--- src/logic/mem_consts.svh ---
`ifndef MEM_CONSTS_SVH
`define MEM_CONSTS_SVH

// RAM depth in 32-bit words
`define MEM_WORDS 1024

// store here pushes the low byte to the serial port
`define UART_TX_ADDR 32'h0000_F000

// transmit FIFO depth in bytes
`define TXQ_DEPTH 8

// clocks per serial bit
`define BAUD_DIV 4

`endif

--- src/logic/uart_tx.sv ---
`timescale 1ns/1ns
`include "mem_consts.svh"

module uart_tx (
    input  logic       clk,
    input  logic       rst_n,

    input  logic [7:0] pop_data,
    input  logic       not_empty,
    output logic       pop,
    output logic       txd
);

    localparam int BW = $clog2(`BAUD_DIV + 1);
    localparam logic [BW-1:0] BAUD_LAST = BW'(`BAUD_DIV - 1);

    logic          busy;
    logic [9:0]    shifter;     // stop, data lsb first, start
    logic [3:0]    bit_cnt;
    logic [BW-1:0] baud_cnt;

    assign pop = !busy && not_empty;
    assign txd = shifter[0];    // idles high, shifter refills with ones

    always_ff @(posedge clk or negedge rst_n) begin
        if (!rst_n) begin
            busy     <= 1'b0;
            shifter  <= '1;
            bit_cnt  <= '0;
            baud_cnt <= '0;
        end else if (pop) begin
            busy     <= 1'b1;
            shifter  <= {1'b1, pop_data, 1'b0};
            bit_cnt  <= '0;
            baud_cnt <= '0;
        end else if (busy) begin
            if (baud_cnt == BAUD_LAST) begin
                baud_cnt <= '0;
                shifter  <= {1'b1, shifter[9:1]};
                if (bit_cnt == 4'd9)
                    busy <= 1'b0;   // stop bit done
                else
                    bit_cnt <= bit_cnt + 1'b1;
            end else begin
                baud_cnt <= baud_cnt + 1'b1;
            end
        end
    end

endmodule

--- config.mk ---
export PLATFORM = sky130hd
export DESIGN_NAME = uart_tx
export DESIGN_NICKNAME = d
export VERILOG_FILES = /design/src/logic/uart_tx.sv
export VERILOG_INCLUDE_DIRS = /design/src /design/src/logic
export SDC_FILE = /design/constraint.sdc
export NUM_CORES = 1
export LEC_CHECK = 0
export CELL_PAD_IN_SITES_DETAIL_PLACEMENT = 0
export CELL_PAD_IN_SITES_GLOBAL_PLACEMENT = 1
export CORE_MARGIN = 2
export CORE_UTILIZATION = 42
export DETAILED_ROUTE_END_ITERATION = 16
export DONT_BUFFER_PORTS = 1
export PLACE_DENSITY_LB_ADDON = 0.1
export SYNTH_ARGS = -nofsm -noshare
export SYNTH_HDL_FRONTEND = slang
export SYNTH_SLANG_ARGS = --single-unit
--- constraint.sdc ---
create_clock -name clk -period 1.9 [get_ports clk]
set_input_delay 0.38 -clock clk [delete_from_list [all_inputs] [get_ports clk]]
set_output_delay 0.38 -clock clk [all_outputs]
set_load 0.1 [all_outputs]
Word level (Yosys, flattened, before mapping)

Index checks and enable logic that the tools add are counted.

Register bits: 18
Bits of input ports: 11
Output and inout bits: 2

$add $sub $neg: 2
Equal/unequal tests: 3
Multiplexer cells: 14
Reduce and logical (&&, ||, !) cells: 6

Operator list:

| operator              | number |
|---|---|
| $mux W10              | 3 |
| $mux W4               | 4 |
| $mux W3               | 3 |
| $add A4 B1 Y4 const B | 1 |
| $eq A4 B4 Y1 const B  | 1 |
| $mux W1               | 4 |
| $reduce_bool A2 Y1    | 2 |
| $add A3 B1 Y3 const B | 1 |
| $eq A3 B2 Y1 const B  | 1 |
| $reduce_and A3 Y1     | 1 |
| $ne A2 B2 Y1 const B  | 1 |
| $reduce_and A2 Y1     | 1 |
| $logic_and A1 B1 Y1   | 1 |
| $logic_not A1 Y1      | 1 |

Longest topological paths before layout

Depth after elaboration: 5
Depth in mapped cells: 6
Gate-level depth less buffers: 5

Least setup slack after synthesis

Ideal clock, no wire load.

Kind: reg-to-reg
From: register busy
To: register shifter[2]
Arrival time: 1.326 ns
Required time: 1.817 ns
Path slack: 0.490 ns
Cell stages (with the launch flop): 7
Buffers on the path: 2
Cells stage by stage: dfrtp_1 -> nand2b_1 -> buf_6 -> inv_2 -> buf_6 -> nor3_1 -> a221o_1

Cells in the longest elaborated chain, start to end: 4
Elaborated cells between the ends (all ways): 6

Ends and longest elaborated chain:

| item                         | RTL line      | text |
|---|---|---|
| start, declared              | uart_tx.sv:17 | `logic busy;` |
| start signal, assigned       | uart_tx.sv:27 | `busy <= 1'b0;` |
| start signal, assigned       | uart_tx.sv:32 | `busy <= 1'b1;` |
| start signal, assigned       | uart_tx.sv:41 | `busy <= 1'b0;` |
| $logic_not A1 Y1 (*)         | uart_tx.sv:22 | `assign pop = !busy && not_empty;` |
| $logic_and A1 B1 Y1 (*)      | uart_tx.sv:22 |  |
| named net pop                | uart_tx.sv:10 | `output logic pop,` |
| $reduce_bool A2 Y1 (no line) | n/a           |  |
| $reduce_and A2 Y1 (no line)  | n/a           |  |
| end signal, assigned         | uart_tx.sv:33 | `shifter <= {1'b1, pop_data, 1'b0};` |
| end signal, assigned         | uart_tx.sv:39 | `shifter <= {1'b1, shifter[9:1]};` |
| end, declared                | uart_tx.sv:18 | `logic [9:0] shifter;` |

Mark *: on every way through the listed nets, which the timed path passes. The rest lies on a longest branch.
A chain may end at the register's enable or synchronous reset.

Final worst setup path

From: register busy
To: output port pop

Cells in the longest elaborated chain, start to end: 2

Ends and longest elaborated chain:

| item                | RTL line |
|---|---|
| $logic_not A1 Y1    | uart_tx.sv:22 |
| $logic_and A1 B1 Y1 | uart_tx.sv:22 |
| end, declared       | uart_tx.sv:10 |

No other way between the ends.

==> results.ini <==
[status]
status = complete, no violations

[timing]
hold_viol_final = 0
slew_headroom_pct = 50.5
setup_tns_ns = 0
final_max_slew_viol_count = 0
final.period_utilization_pct = 91.1
worst_pin_slew_ns = 0.740
period_minus_slack_ns = 1.73
fin_worst_skew_ns = 0.000711
setup_violations = 0
max_freq_ghz = 0.578
rsz0062_at_grt = false

[cts]
worstSkewPairLatency_ns = 0.29
cts-hold-fix-buffers = 1
tritoncts = done
cts_root_buf = clkbuf_4
clockBufferDepth = 2
clock-sinks = 17
cts_resized = 0
htreeDepth = 1
numCtsBuffers = 3
cts_setup_buffers = 0
path_clk_slew_ns = 0.10

[setup_path]
worst-setup-path-type = register to output pin
cp.required_ns = 1.52
worstPathArrival_ns = 1.35
cp-startpoint = busy
timing.rr.start = baud_cnt[0]
rrSetupSlack_ns = 0.37
cp-end-kind = output pin
worst_setup_path_start_kind = register
cp_max_fo = 12

[placed_design]
gp_congestion = 0.808
io_buffers = 0
dp_hpwl_microns = 941
placed_cells = 98

[logic_synthesis]
synthCells = 74
synth_top_area_share_pct = 29.0
synthTopCellsByArea = dfstp_2 (29%), dfrtp_1 (25%), nand2_1 (5.5%), a22o_1 (5.4%), a21o_1 (4.6%)
synth_ff_type = dfstp_2
synthTopCellsByCount = nand2_1 (12), dfstp_2 (9), dfrtp_1 (8)
synth_edf_count = 0
ys.warnings.count = 0
yosysUniqueCellTypes = 24
ys_seq_elements = 17
syn_avg_cell_area_sq_um = 11.0
yosysTopAreaCell = dfstp_2
yosysSeqAreaShare_pct = 53.5
syn_area_sq_um = 816
syn-num-nets = 88
async_flop_share_pct = 100
synth.most_common_cell = nand2_1

[die]
initial_core_util_pct = 45.8
ios = 13
core_area_sq_um = 1780
row_count = 15
die_area_sq_um = 2310
die_h_microns = 48.1
die_w_microns = 48.1

[finish]
fillers = 167
stdcell_count = 103
nets = 93
area_delta_synth_final_pct = 7.52
num_antenna_cells = 0
layout-drive-gt1-share_pct = 21.8

[global_routing]
grt_max_degree = 18
grt_pass1_wl_microns = 2210
overflow = 0
antenna_found_initial = 0
grt_pass1_vias = 493
grt_usage_pct = 14.7

[detailed_routing]
post_drt_wl_per_cell_microns = 13.4
drt-vias-per-instance = 5.32
drc = 0
final_antenna_net_count = 0
first_pass_iters = 4
drt-initial-drc-count = 10
num_vias = 548
wirelength_microns = 1380

[power]
power_uw = 1430
p_leak_uw = 0.000427
powerDensity_nw_per_um2 = 1630
ir_drop_uv = 655

[hold_path]
hold_start = pop_data[7]
hold_path.class = input port to register

[run]
maxCapViolCount = 0

[final cells by class]
| cell class | instances | area (sq um) | share of cell area (%) |
|---|---|---|---|
| clock buffer | 4 | 26.3 | 3.00 |
| multi-input combinational | 50 | 327 | 37.2 |
| timing repair buffer | 4 | 45.0 | 5.14 |
| inverter | 3 | 11.3 | 1.28 |
| sequential | 17 | 437 | 49.8 |
| tap | 25 | 31.3 | 3.57 |
[routing by layer]
| layer | track usage, % | vias to the layer above | wire (microns) |
|---|---|---|---|
| met3 | 4.91 | 4 | 53 |
| met4 | 9.73 | 0 | 28 |
| met1 | 19.4 | 260 | 660 |
| met2 | 20.3 | 13 | 636 |
| li1 | - | 271 | - |
| met5 | 0 | - | 0 |
[power breakdown]
part / switching (uW) / total [uW] / leakage, uW / internal (uW)
sequential: 182 / 759 / 0.000189 / 576
combinational: 241 / 469 / 0.000223 / 228
clock: 116 / 198 / 0.0000150 / 81.8
[placed cells by master, fill, tap and decap left out, types with 3 or more instances in the layout]
| cell | synthesis | final |
|---|---|---|
| dfstp_2 | 9 | 9 |
| a21o_1 | 5 | 5 |
| ha_1 | 3 | 3 |
| clkbuf_4 | 0 | 3 |
| a22o_1 | 5 | 5 |
| nand2_1 | 12 | 12 |
| mux2i_1 | 3 | 3 |
| nor2_1 | 3 | 3 |
| dfrtp_1 | 8 | 8 |
| o21ai_0 | 5 | 5 |
[final timing paths]
check	to	cells past startpoint
worst min-delay path	shifter[8]	2
worst max register to register	shifter[2]	5
worst max-delay path	pop	3
min in group asynchronous	bit_cnt[0]	1
worst min register to register	bit_cnt[3]	1
max in group asynchronous	baud_cnt[2]	1
[logic make-up (layout without fill, tap and decap cells)]
kind of cell / after synthesis / count (layout) / share of synthesized area [%]
mux: 3 / 3 / 3.68
simple gates: 24 / 24 / 14.1
compound gates: 20 / 20 / 17.6
buf+inv: 7 / 11 / 6.44
flops: 17 / 17 / 53.5
fa+ha+maj: 3 / 3 / 4.60
[worst max-delay path: stages (launching register included)]
cell      delay (ns)
dfrtp_1         0.45
nand2b_1        0.19
inv_2           0.20
buf_12          0.21
[metrics by stage]
step | worst slack (ns) | instance area (sq um) | util, % | hold WS (ns)
floorplan | 0.490 | 816 | - | 0.0844
global placement | 0.441 | 841 | 47.2 | 0.0848
detailed placement | 0.403 | 841 | 47.2 | 0.0848
CTS | 0.147 | 877 | 49.2 | 0.142
global route | 0.0604 | 877 | 49.2 | 0.160
finish | 0.169 | 877 | 49.2 | 0.154
[registers in the layout, summed over array words and instances, names as in the netlist]
signal,count
baud_cnt,3
shifter,9
bit_cnt,4
busy,1
(Power assumes the default switching activity.)
