===== src/logic/mem_consts.svh =====
`ifndef MEM_CONSTS_SVH
`define MEM_CONSTS_SVH

// RAM depth in 32-bit words
`define MEM_WORDS 1024

// store here pushes the low byte to the serial port
`define UART_TX_ADDR 32'h0000_F000

// transmit FIFO depth in bytes
`define TXQ_DEPTH 8

// clocks per serial bit
`define BAUD_DIV 4

`endif


===== src/logic/tx_queue.sv =====
`timescale 1ns/1ns
`include "mem_consts.svh"

module tx_queue (
    input  logic       clk,
    input  logic       rst_n,

    input  logic       push,
    input  logic [7:0] push_data,
    output logic       full,

    output logic [7:0] pop_data,
    output logic       not_empty,
    input  logic       pop
);

    localparam int AW = $clog2(`TXQ_DEPTH);
    localparam logic [AW-1:0] LAST  = AW'(`TXQ_DEPTH - 1);
    localparam logic [AW:0]   DEPTH = (AW+1)'(`TXQ_DEPTH);

    logic [7:0]    slots [`TXQ_DEPTH];
    logic [AW-1:0] head;        // next byte to send
    logic [AW-1:0] tail;        // next free slot
    logic [AW:0]   count;
    logic          do_push;
    logic          do_pop;

    assign full      = (count == DEPTH);
    assign not_empty = (count != '0);
    assign pop_data  = slots[head];

    assign do_push = push && !full;
    assign do_pop  = pop && not_empty;

    always_ff @(posedge clk) begin
        if (do_push)
            slots[tail] <= push_data;
    end

    always_ff @(posedge clk or negedge rst_n) begin
        if (!rst_n) begin
            head  <= '0;
            tail  <= '0;
            count <= '0;
        end else begin
            if (do_push)
                tail <= (tail == LAST) ? '0 : tail + 1'b1;
            if (do_pop)
                head <= (head == LAST) ? '0 : head + 1'b1;
            if (do_push && !do_pop)
                count <= count + 1'b1;
            else if (do_pop && !do_push)
                count <= count - 1'b1;
        end
    end

    a_no_pop_when_empty: assert property (@(posedge clk) disable iff (!rst_n)
        pop |-> not_empty);

endmodule


===== config.mk =====
export PLATFORM = sky130hd
export DESIGN_NAME = tx_queue
export DESIGN_NICKNAME = d
export VERILOG_FILES = /design/src/logic/tx_queue.sv
export VERILOG_INCLUDE_DIRS = /design/src /design/src/logic
export SDC_FILE = /design/constraint.sdc
export NUM_CORES = 1
export LEC_CHECK = 0
export ABC_AREA = 1
export BUFFER_PORTS_ARGS = -buffer_cell sky130_fd_sc_hd__buf_2
export CORE_MARGIN = 2
export CORE_UTILIZATION = 25
export CTS_CLUSTER_DIAMETER = 150
export DETAILED_ROUTE_END_ITERATION = 8
export PLACE_DENSITY = 0.52
export SLEW_MARGIN = 20
export SYNTH_ARGS = -nofsm -noshare
export SYNTH_HDL_FRONTEND = slang
export SYNTH_SLANG_ARGS = --single-unit

===== constraint.sdc =====
create_clock -name clk -period 2.1 [get_ports clk]
set_input_delay 0.105 -clock clk [delete_from_list [all_inputs] [get_ports clk]]
set_output_delay 0.105 -clock clk [all_outputs]
set_load 0.01 [all_outputs]

# After elaboration in Yosys (flattened, before gate mapping)
# Memory sizes are Yosys's and may differ from the RTL's.
# Cells that the tools add are included.
# totals
ff_bits	10
mem_bits_rw	64
inputBits	12
output_inout_bits	10
mem_count	1
# memory_table
name	depth	word_bits	read_ports	rd_clocked_by_memory_dff	write_ports	line	rtl
slots	8	8	1	0	1	tx_queue.sv:21	logic [7:0] slots [`TXQ_DEPTH];
# op_classes
add_sub_neg	4
n_eq_ne	3
mux	6
reduce_logical	9
# op_table
op	count
2-to-1 mux 4 bit	2
adder 3 x 1 -> 3 bit (second input constant)	2
== test 3 bit (second input constant)	2
2-to-1 mux 3 bit	2
adder 4 x 1 -> 4 bit (second input constant)	1
== test 4 bit (second input constant)	1
logical AND 1 bit	4
nonzero test 4 bit	1
subtractor 4 x 1 -> 4 bit (second input constant)	1
logical NOT 1 bit	3
2-to-1 mux 1 bit	2
nonzero test 2 bit	1

# Depth between registers and ports, before layout
# depth
word_depth	7
depth_mapped	13
depth_no_buf	13

# Worst setup path after synthesis
# Ideal clock, no wire load.
# synth_path
path_kind	flip-flop to flip-flop
from	register count[0]
to	register count[3]
setup_time_ps	117
arrival_ps	1904
setup_slack_ps	79
path_stages_with_launch	12
path_buffers	0
synth_period_minus_slack_ps	2021
cell_sequence	dfrtp_1 > nor2_2 > nand3_2 > nand2_1 > ha_1 > inv_1 > ha_1 > or2_2 > nand2_1 > nand2_1 > nand3_1 > nand2_1
# synth_via
word_cells_on_any_way	14
# synth_lines
element	line	rtl
start: declaration	tx_queue.sv:24	logic [AW:0] count;
start signal: assignment	tx_queue.sv:51	count <= count + 1'b1;
start signal: assignment	tx_queue.sv:53	count <= count - 1'b1;
nonzero test 4 bit (*)	tx_queue.sv:29	assign not_empty = (count != '0);
named net not_empty	tx_queue.sv:13	output logic not_empty,
logical AND 1 bit (*)	tx_queue.sv:33	assign do_pop = pop && not_empty;
logical NOT 1 bit	tx_queue.sv:50	if (do_push && !do_pop)
logical AND 1 bit	tx_queue.sv:50	
2-to-1 mux 4 bit / nonzero test 2 bit (equally long branches)	--	
# Mark *: on every way through the listed nets, which the timed path passes. The rest lies on a longest branch. The select of a mux whose other input is x is not followed.
# A chain may end at the register's enable or synchronous reset.

# Final worst setup path
# layout_path
from	register count[0]
to	register count[3]
# layout_via
elab_chain_cells	6
word_cells_on_any_way	14
# layout_lines
element	line	rtl
== test 4 bit (*)	tx_queue.sv:28	assign full = (count == DEPTH);
logical NOT 1 bit (*)	tx_queue.sv:32	assign do_push = push && !full;
logical AND 1 bit (*)	tx_queue.sv:32	
named net do_push	tx_queue.sv:25	logic do_push;
logical NOT 1 bit	tx_queue.sv:52	else if (do_pop && !do_push)
logical AND 1 bit	tx_queue.sv:52	
nonzero test 2 bit (no source line)	--	
# Marked as above.

==> run metrics <==
mux contribution to synthesized area=0; syn_area_per_cell=10.8 µm²; number of endpoints failing setup at the final stage=0; fin crit share=0.932; Port Buffers=21; routed vias=2156; Root Buffer=clkbuf_16; post-synthesis adder-cell area fraction=0.0328; number of buffers created by CTS=9; leading cell type in the layout, fill and taps excluded=nand2_1; worst-path fanout max=5; Post-Synthesis Cell Area=3280 µm²; ordered cell list for the critical path=nor2_2, nand3_2, nand2_4, inv_2, ha_1, inv_1, ha_4, or2_2, nand2_1, nand2_1, nand3_1, nand2_1; wire length of the first global-routing pass=11.9 mm; share of final-layout standard cells stronger than drive strength 1=0.202; placeable core region=12700 µm²; Maximum Capacitance Violations=0; number of slew-limit violations in the final report=0; DRT Wirelength=7.19 mm; buffering stage count on the worst path with inverters included=2; Max H-tree Level=3; number of design rule violations left after detail routing=0; family with the most delay on the worst path=simple AND/OR/NAND/NOR gates; Non-Filler Instances=528; starting utilization of the core area=0.258; Die Width=119 µm; power density normalized to cell area=1430 nW/µm²; count of warnings emitted by yosys=0; CP arrival=2.19 ns; gr usage total=0.114; antenna violations before repair=0; total leakage power=1.65 nW; maximum resistive drop on vdd=0.488 mV; Pre-Repair DR Iteration Count=4; Detailed Route Iter0 Violations=150; final number of hold-violating endpoints=0; endpoint kind of the worst setup timing path=register; start-to-end type of the worst setup path=register to register; post-synthesis to final-layout area growth=22.7%; worst hold path class=input port to register; Antenna Violating Nets Remaining=0; dominant combinational cell family by area after synthesis=simple AND/OR/NAND/NOR gates; Placed Cells=511; boundary pin count=22; placed wire-length estimate=4.83 mm; parity-gate share of the synthesized area counting xor and xnor cells=0.00534; layout net count=371; status=finished clean; library cells used by synthesis=23; worst slew pin tran=0.354 ns; area fraction in compound gates after synthesis=0.0595; Slew Limit Headroom=0.764; maximum clock frequency=511 MHz; data required time of the worst path=2.33 ns; setup bufs post-CTS=0; leading cell types in the layout, fill and taps excluded=nand2_1 (119), edfxtp_1 (64), buf_4 (26); Fin Hold WS=0.0141 ns; pin count of the biggest net entering global routing=34; startpoint type of the worst setup path=register; CP dominant cell by count=nand2_1; R2R setup slack=0.14 ns; Clk pin slew, worst setup/hold paths=0.06 ns; number of global-route vias before repair=2208; sequential element share of the synthesized area=0.663; overflow left after global routing=0; wire length per cell=13.6 µm; Die Outline Area=14000 µm²; total of flip-flops plus latches after synthesis=74; sink count of the clock tree=74; post-synthesis simple-gate area fraction=0.185; later-pin clock latency in the skew report=0.34 ns; Crit path largest cell delay=0.39 ns; maximum clock insertion buffer count=2; vias per std cell=4.08; standard cell with the maximum stage delay on the critical path=dfrtp_1; row cnt=41; minimum clock period=1.96 ns; Worst Skew=0.00775 ns; number of nets in the synthesized netlist=323; synthesized netlist cell count=303; die height=119 µm; antenna cells=0; gp weighted congestion=0.746; CTS tree=built
## Yosys cell counts
cell	count	area [µm²]
ha_1	7	87.6
a21oi_1	1	5.00
edfxtp_1	64	1920
dfrtp_1	10	250
nor2_2	1	6.26
buf_8	2	30.0
clkinv_4	1	8.76
inv_1	12	45.0
nand2_1	119	447
inv_8	1	11.3
nand3_1	3	15.0
buf_4	4	30.0
buf_2	1	5.00
or2_2	1	6.26
buf_6	4	45.0
fa_1	1	20.0
nand3_2	2	20.0
nor2_1	25	93.8
o21ai_0	20	100
o21ai_1	18	90.1
xnor2_1	2	17.5
nand2_2	3	18.8
inv_2	1	3.75
## registers in the layout, summed over array words and instances, names as in the netlist
| register | count |
|---|---|
| count | 4 |
| head | 3 |
| slots | 64 |
| tail | 3 |
## final cells by class
cell class / instances / area (µm²)
fillers: 1332 / 8700
flip-flops and latches: 74 / 2170
multi-input cells: 203 / 945
repair buffers: 48 / 310
clock buffers: 10 / 229
well taps: 172 / 215
clock inverters: 6 / 81.3
inverters: 15 / 68.8
## tightest hold or removal path, stage by stage
cell	delay, ns
buf_2	0.09
nand3_1	0.06
nand2_1	0.06
## cell families (layout without fill, tap and decap cells)
group	count (synthesis)	after routing
and+or+nand+nor	154	154
buffers and inverters	26	79
xor gates and xnor gates	2	2
DFF	74	74
AOI/OAI and AO/OA	39	39
adders and majority gates	8	8
## power breakdown
| group | internal [mW] | leakage, nW | switching (mW) |
|---|---|---|---|
| logic | 0.802 | 0.797 | 1.30 |
| registers | 1.88 | 0.703 | 0.164 |
| clock network | 1.03 | 0.150 | 0.566 |
## what timing repair did
action	in CTS	in global routing
hold buffers	1	0
endpoints found under the setup margin	0	1
resized for setup	0	2
endpoints found under the hold margin	10	0
## metrics by stage
| stage | area, µm² | util | power (mW) | setup TNS (ns) | setup slack, ns |
|---|---|---|---|---|---|
| 6_report | 4020 | 0.316 | 5.74 | 0 | 0.144 |
| 3_3_place_gp | 3680 | 0.290 | 4.14 | 0 | 0.148 |
| 3_5_place_dp | 3680 | 0.290 | 4.19 | 0 | 0.122 |
| 4_1_cts | 4000 | 0.315 | 5.82 | 0 | 0.118 |
| 5_1_grt | 4020 | 0.316 | 6.21 | -0.00331 | -0.00331 |
| 2_1_floorplan | 3280 | - | 3.54 | 0 | 0.0790 |
## routing by layer
metal / GRT usage / wire [µm]
met1: 0.138 / 3260
met3: 0.0386 / 237
met5: 0 / 0
met4: 0.0469 / 137
met2: 0.186 / 3550
## final timing paths
| check | to | from | depth (start not counted) |
|---|---|---|---|
| max | count[3] | count[0] | 12 |
| min | head[2] | pop | 3 |
| min in group asynchronous | count[2] | rst_n | 2 |
| max reg2reg | count[3] | count[0] | 12 |
| max in group asynchronous | tail[0] | rst_n | 2 |
| min reg2reg | tail[0] | tail[0] | 2 |
No activity file was read; power rests on OpenSTA's default activity.
