[config.mk]
export PLATFORM = sky130hd
export DESIGN_NAME = mem_arbiter
export DESIGN_NICKNAME = d
export VERILOG_FILES = /design/src/logic/mem_consts.svh /design/src/logic/mem_pkg.sv /design/src/logic/mem_arbiter.sv
export SDC_FILE = /design/constraint.sdc
export NUM_CORES = 1
export LEC_CHECK = 0
export BUFFER_PORTS_ARGS = -buffer_cell sky130_fd_sc_hd__clkbuf_2
export CAP_MARGIN = 15
export CORE_MARGIN = 10
export CORE_UTILIZATION = 36
export DETAILED_ROUTE_END_ITERATION = 8
export GPL_ROUTABILITY_DRIVEN = 0
export SLEW_MARGIN = 30
export SYNTH_ARGS = -nofsm -noshare
export SYNTH_HDL_FRONTEND = slang
export SYNTH_SLANG_ARGS = --single-unit
[constraint.sdc]
create_clock -name clk -period 5.1 [get_ports clk]
set_input_delay 0.765 -clock clk [delete_from_list [all_inputs] [get_ports clk]]
set_output_delay 0.765 -clock clk [all_outputs]
set_load 0.01 [all_outputs]
[src/logic/mem_consts.svh]
`ifndef MEM_CONSTS_SVH
`define MEM_CONSTS_SVH

// RAM depth in 32-bit words
`define MEM_WORDS 1024

// store here pushes the low byte to the serial port
`define UART_TX_ADDR 32'h0000_F000

// transmit FIFO depth in bytes
`define TXQ_DEPTH 8

// clocks per serial bit
`define BAUD_DIV 4

`endif

[src/logic/mem_pkg.sv]
package mem_pkg;

    // request as presented on the core data port
    typedef struct packed {
        logic        write;     // 1 = store, 0 = load
        logic [31:0] addr;      // byte address, word aligned
        logic [31:0] wdata;
        logic [3:0]  wmask;     // byte enables, bit 0 = lowest byte
    } d_req_t;

    // command on the single memory port
    typedef struct packed {
        logic        write;
        logic [31:0] addr;
        logic [31:0] wdata;
        logic [3:0]  wmask;
    } mem_cmd_t;

    function automatic mem_cmd_t to_mem_cmd(input d_req_t req);
        mem_cmd_t cmd;
        cmd.write = req.write;
        cmd.addr  = req.addr;
        cmd.wdata = req.wdata;
        cmd.wmask = req.wmask;
        return cmd;
    endfunction

    // instruction fetch is always a plain word read
    function automatic mem_cmd_t fetch_cmd(input logic [31:0] addr);
        mem_cmd_t cmd;
        cmd.write = 1'b0;
        cmd.addr  = addr;
        cmd.wdata = '0;
        cmd.wmask = '0;
        return cmd;
    endfunction

endpackage

[src/logic/mem_arbiter.sv]
`timescale 1ns/1ns

module mem_arbiter import mem_pkg::*; (
    input  logic        clk,
    input  logic        rst_n,

    input  logic        inst_start,
    input  logic [31:0] i_addr,
    output logic        inst_ready,
    output logic [31:0] inst,
    output logic        inst_valid,

    input  logic        d_start,
    input  d_req_t      d_req,
    output logic        d_ready,
    output logic [31:0] rdata,
    output logic        rdata_valid,

    output logic        mem_start,
    output mem_cmd_t    mem_cmd,
    input  logic        mem_ready,
    input  logic [31:0] mem_rdata,
    input  logic        mem_rdata_valid
);

    typedef enum logic [1:0] {
        ST_IDLE,
        ST_WAIT_READY,
        ST_WAIT_READ
    } state_t;

    state_t      state;
    logic        cmd_is_inst;   // command in flight belongs to the fetch port
    logic        d_pend;        // data request waits behind the fetch
    logic [31:0] save_i_addr;
    d_req_t      save_d;
    logic        rsp_valid;

    assign inst_ready = (state == ST_IDLE);
    assign d_ready    = (state == ST_IDLE);
    assign rsp_valid  = (state == ST_WAIT_READ) && mem_rdata_valid;

    always_comb begin
        mem_start = 1'b0;
        mem_cmd   = to_mem_cmd(save_d);
        case (state)
            ST_IDLE: begin
                mem_start = inst_start || d_start;
                mem_cmd   = inst_start ? fetch_cmd(i_addr) : to_mem_cmd(d_req);  // fetch wins
            end
            ST_WAIT_READY: begin
                mem_start = 1'b1;
                mem_cmd   = cmd_is_inst ? fetch_cmd(save_i_addr) : to_mem_cmd(save_d);
            end
            ST_WAIT_READ: begin
                // chain the saved data request on the fetch response
                mem_start = mem_rdata_valid && cmd_is_inst && d_pend;
            end
            default: begin
                mem_start = 1'b0;
            end
        endcase
    end

    always_ff @(posedge clk or negedge rst_n) begin
        if (!rst_n) begin
            state       <= ST_IDLE;
            cmd_is_inst <= 1'b0;
            d_pend      <= 1'b0;
            inst_valid  <= 1'b0;
            rdata_valid <= 1'b0;
        end else begin
            inst_valid  <= rsp_valid && cmd_is_inst;
            rdata_valid <= rsp_valid && !cmd_is_inst;
            case (state)
                ST_IDLE: begin
                    if (inst_start) begin
                        cmd_is_inst <= 1'b1;
                        d_pend      <= d_start;
                        state       <= mem_ready ? ST_WAIT_READ : ST_WAIT_READY;
                    end else if (d_start) begin
                        cmd_is_inst <= 1'b0;
                        d_pend      <= 1'b0;
                        if (!mem_ready)
                            state <= ST_WAIT_READY;
                        else if (!d_req.write)  // a taken write keeps the FSM idle
                            state <= ST_WAIT_READ;
                    end
                end
                ST_WAIT_READY: begin
                    if (mem_ready) begin
                        if (cmd_is_inst || !save_d.write)
                            state <= ST_WAIT_READ;
                        else
                            state <= ST_IDLE;
                    end
                end
                ST_WAIT_READ: begin
                    if (mem_rdata_valid) begin
                        if (cmd_is_inst && d_pend) begin
                            cmd_is_inst <= 1'b0;
                            d_pend      <= 1'b0;
                            if (!mem_ready)
                                state <= ST_WAIT_READY;
                            else if (save_d.write)
                                state <= ST_IDLE;
                            else
                                state <= ST_WAIT_READ;
                        end else begin
                            state <= ST_IDLE;
                        end
                    end
                end
                default: state <= ST_IDLE;
            endcase
        end
    end

    always_ff @(posedge clk) begin
        if (state == ST_IDLE) begin
            save_i_addr <= i_addr;
            save_d      <= d_req;
        end
        if (rsp_valid && cmd_is_inst)
            inst <= mem_rdata;
        if (rsp_valid && !cmd_is_inst)
            rdata <= mem_rdata;
    end

    // read wait only follows a taken read, so the data is already there
    a_read_data_next: assert property (@(posedge clk) disable iff (!rst_n)
        (state == ST_WAIT_READ) |-> mem_rdata_valid);

endmodule

# Word level (Yosys, flattened, before mapping)
# Index checks and enable logic that the tools add are counted.
# totals
elab_cells	56
latch_bits	0
ram_bits	0
mem_count	0
input_bits	139
output_inout_bits	138
regBits	171
mem_bits_ro	0
# classes
n_eq_ne	7
n_mul	0
reduce_logical	14
n_lt_le_gt_ge	0
bitwise_logic	0
shift	0
n_addsub	0
muxes	23
div_mod_pow	0
# op_table
op	count
69-bit 2-to-1 mux	2
69-bit one-hot mux with 2 select lines	1
2-bit 2-to-1 mux	11
4-bit AND reduction	2
1-bit logical AND	6
2-bit one-hot mux with 3 select lines	1
1-bit 2-to-1 mux	5
2-bit inequality test, second input constant	2
4-bit inequality test, second input constant	1
1-bit one-hot mux with 2 select lines	2
3-bit inequality test, second input constant	1
1-bit one-hot mux with 3 select lines	1
2-bit by 1-bit equality test with 1-bit output, second input constant	1
2-bit equality test, second input constant	1
1-bit zero test	2
2-bit zero test	1
1-bit logical OR	2
2-bit by 1-bit inequality test with 1-bit output, second input constant	1
2-bit nonzero test	1

# Longest topological paths before layout
# logic_depth
ltp_word	5
ltp_mapped	6
ltp_nobuf	4

# Worst setup path before layout
# Ideal clock, no wire load.
# synth_timing
path_type	reg2out
startpoint	register state[0]
endpoint	output port inst_ready
stages_incl_launch_ff	6
arrival_ns	3.291
n_path_buf	3
slack_ns	1.044
required_time_ns	4.335
path_cell_list	dfrtp_1 -> buf_6 -> or2_1 -> buf_6 -> inv_1 -> buf_4
# synth_via
elab_chain_cells	1
# synth_rtl
item	line_no	text
from (decl)	mem_arbiter.sv:32	state_t state;
from (signal assigned)	mem_arbiter.sv:80	state <= mem_ready ? ST_WAIT_READ : ST_WAIT_READY;
2-bit zero test	--	
to (decl)	mem_arbiter.sv:9	output logic inst_ready,
# Every way passes these cells.

# Worst setup path in the final report
# Same ends and word-level chain as after synthesis.

==> flow_summary.json <==
{
  "clockPowerShare_pct": 24.3,
  "synth_top_area_share_pct": 73.2,
  "grt_max_degree": 56,
  "die-area_sq_mm": 0.0247,
  "cp.required_ns": 4.34,
  "grt_pass1_wl_mm": 29.6,
  "slew_headroom_pct": 38.6,
  "seq_area_frac_synth_pct": 75.4,
  "fp.dieW_um": 157,
  "drc": 0,
  "dr.pass1.iters": 4,
  "globalRouteTotalUtil_pct": 15.6,
  "startpoint_type": "flop",
  "worst_ep_arrival_time_ns": 3.00,
  "synthCells": 429,
  "p_int_uw": 3330,
  "r2r_slack_ns": 1.88,
  "fin_setup_tns_ns": 0,
  "p_comb_share_pct": 34.3,
  "r2r-end": "save_d[26]",
  "swShare_pct": 36.8,
  "fmax_mhz": 266,
  "worstMarginPinSlew_ns": 0.921,
  "maxCapViolCount": 0,
  "reg2reg_from": "state[0]",
  "cts_sinks": 171,
  "start_util_pct": 36.4,
  "viasPerCell": 5.07,
  "post-route-min-period_ns": 3.76,
  "clk_pin_slew_worst_paths_ns": 0.07,
  "vdd.ir_drop.worst_mv": 0.277,
  "finalNetCount": 840,
  "die_y_um": 157,
  "antenna_found_initial": 1,
  "multi_input_area_sq_mm": 0.00150,
  "synth_most_common_cell": "edfxtp_1",
  "ant_nets": 0,
  "timing.hold.ws_ns": 0.169,
  "synth_seq_cells": 171,
  "worstSetupStartpoint": "state[0]",
  "routedWlPerCell_um": 21.3,
  "core_area_sq_mm": 0.0186,
  "place.detailed.hpwl_mm": 14.8,
  "ios": 277,
  "ys.flop_type": "edfxtp_1",
  "critical_path_class": "flop to output port",
  "synth_area_leader_cell": "edfxtp_1",
  "area_growth_pct": 32.1,
  "netlist_area_sq_mm": 0.00677,
  "grt_overflow": 0,
  "row_count": 50,
  "synth_top_cells_by_area": "edfxtp_1 (73%), a22o_1 (4.8%), mux2i_1 (2.7%)",
  "status": "finished, final reports clean",
  "syn_nets": 568,
  "numCtsBuffers": 17,
  "drt_iter0_markers": 228,
  "syn_area_per_cell_sq_um": 15.8,
  "layout-drive-gt1-share_pct": 46.9,
  "switchingPower_uw": 1930,
  "seq_area_sq_mm": 0.00510,
  "critPathCapture": "inst_ready",
  "async_flop_share_pct": 3.51,
  "vias": 4807,
  "p_leak_uw": 0.00371,
  "grt_pass1_vias": 5047,
  "final_max_slew_viol_count": 0,
  "r2r_cells": 4,
  "synth_cell_type_count": 33,
  "synth.top_cells.by_count": "edfxtp_1 (165), a22o_1 (37), o21ai_0 (36)",
  "wl_mm": 20.2,
  "holdBufCountCts": 0,
  "min_period_over_period_pct": 73.8,
  "htreeDepth": 4,
  "ys_warn_count": 0,
  "rsz0062_at_grt": "no",
  "synth_edf_count": 165,
  "postCtsSetupRepairBufs": 0,
  "tritoncts": "built",
  "powerDensity_mw_per_mm2": 588,
  "finalCoreUtilization_pct": 48.2,
  "setup_viol": 0,
  "cts_root_buf": "clkbuf_16",
  "ctsResizeCount": 0,
  "path_max_fanout": 55,
  "fillCellCount": 1646,
  "clock_path_buffers": 2,
  "hp-class": "input pin to async pin",
  "pwr-share-seq_pct": 41.4,
  "end_kind": "output port",
  "hold_violations": 0,
  "io_buffer_count": 276,
  "insertion_delay_ns": 0.42,
  "fin_worst_skew_ns": 0.0120
}
[power by group through the flow]
stage | sequential, uW | combinational, uW | clock (uW)
2_1_floorplan | 2200 | 1080 | 0
3_3_place_gp | 2190 | 1830 | 0
3_5_place_dp | 2210 | 1850 | 0
4_1_cts | 2180 | 1850 | 1310
5_1_grt | 2210 | 2000 | 1360
6_report | 2180 | 1810 | 1280
[sequential cells by signal (all words and copies together) (netlist names)]
name and cells:
cmd_is_inst 1, d_pend 1, inst 32, inst_valid 1, rdata 32, rdata_valid 1, save_d 69, save_i_addr 32
state 2
[metal layers]
| metal | wire [um] | up-vias | track usage (%) | part of all wire, % |
|---|---|---|---|---|
| met1 | 8220 | 2304 | 18.9 | 41 |
| met4 | 286 | 0 | 4.81 | 1.4 |
| li1 | - | 2243 | - | - |
| met2 | 9670 | 243 | 25.6 | 48 |
| met3 | 2020 | 17 | 5.70 | 10 |
| met5 | 0 | - | 0 | 0 |
[worst max-delay path, stage by stage (launching register included)]
cell and delay, ns:
dfrtp_1 0.57, buf_4 0.43, or2_1 0.77, inv_4 0.50, clkbuf_2 0.27
[layout make-up]
cell class                      count  share of cell area [%]
Timing Repair Buffer              282                    16.0
Inverter                            5                   0.238
Clock buffer                       17                    4.75
Clock inverter                     15                    1.89
Antenna cell                        1                  0.0280
Sequential cell                   171                    57.1
Tap cell                          234                    3.27
Multi-Input combinational cell    224                    16.8
[cells by family (layout without fill, tap and decap cells)]
family                 count (synthesis)  count (layout)  synth area share (%)
AOI/OAI and AO/OA                    127             127                  12.3
other                                  0               1                     0
DFF                                  171             171                  75.4
and+or+nand+nor                       65              65                  4.75
buffers and inverters                 34             319                  2.53
muxes                                 32              32                  4.99
[metrics by stage]
step	instance area, sq um	power, uW	setup WS, ns	std cells
after detailed placement	8350	4060	1.75	916
final	8950	5260	1.34	949
after floorplan	6770	3290	1.04	429
after global routing	8950	5580	1.08	949
after global placement	8350	4020	1.60	916
after CTS	8940	5340	1.30	948
[worst min path at each step]
stage	depth (start not counted)	slack, ns	endpoint	startpoint
after CTS	1	0.16	d_pend	rst_n
final	1	0.17	d_pend	rst_n
after global placement	1	0.53	d_pend	d_pend
after global routing	1	0.17	d_pend	rst_n
after floorplan	0	0.47	cmd_is_inst	rst_n
after detailed placement	1	0.54	d_pend	d_pend
[placed cells by master, fill, tap and decap left out, types with 4 or more instances in the layout]
cell and instances:
o22ai_1 14, nor2_1 21, mux2_2 14, inv_6 5, nand2_1 20, dfrtp_1 6
a22o_1 37, or3_1 14, a21oi_1 32, clkbuf_2 275, edfxtp_1 165, inv_8 4
buf_4 6, clkbuf_16 17, o21ai_0 36, mux2i_1 18
(Power assumes the default switching activity.)
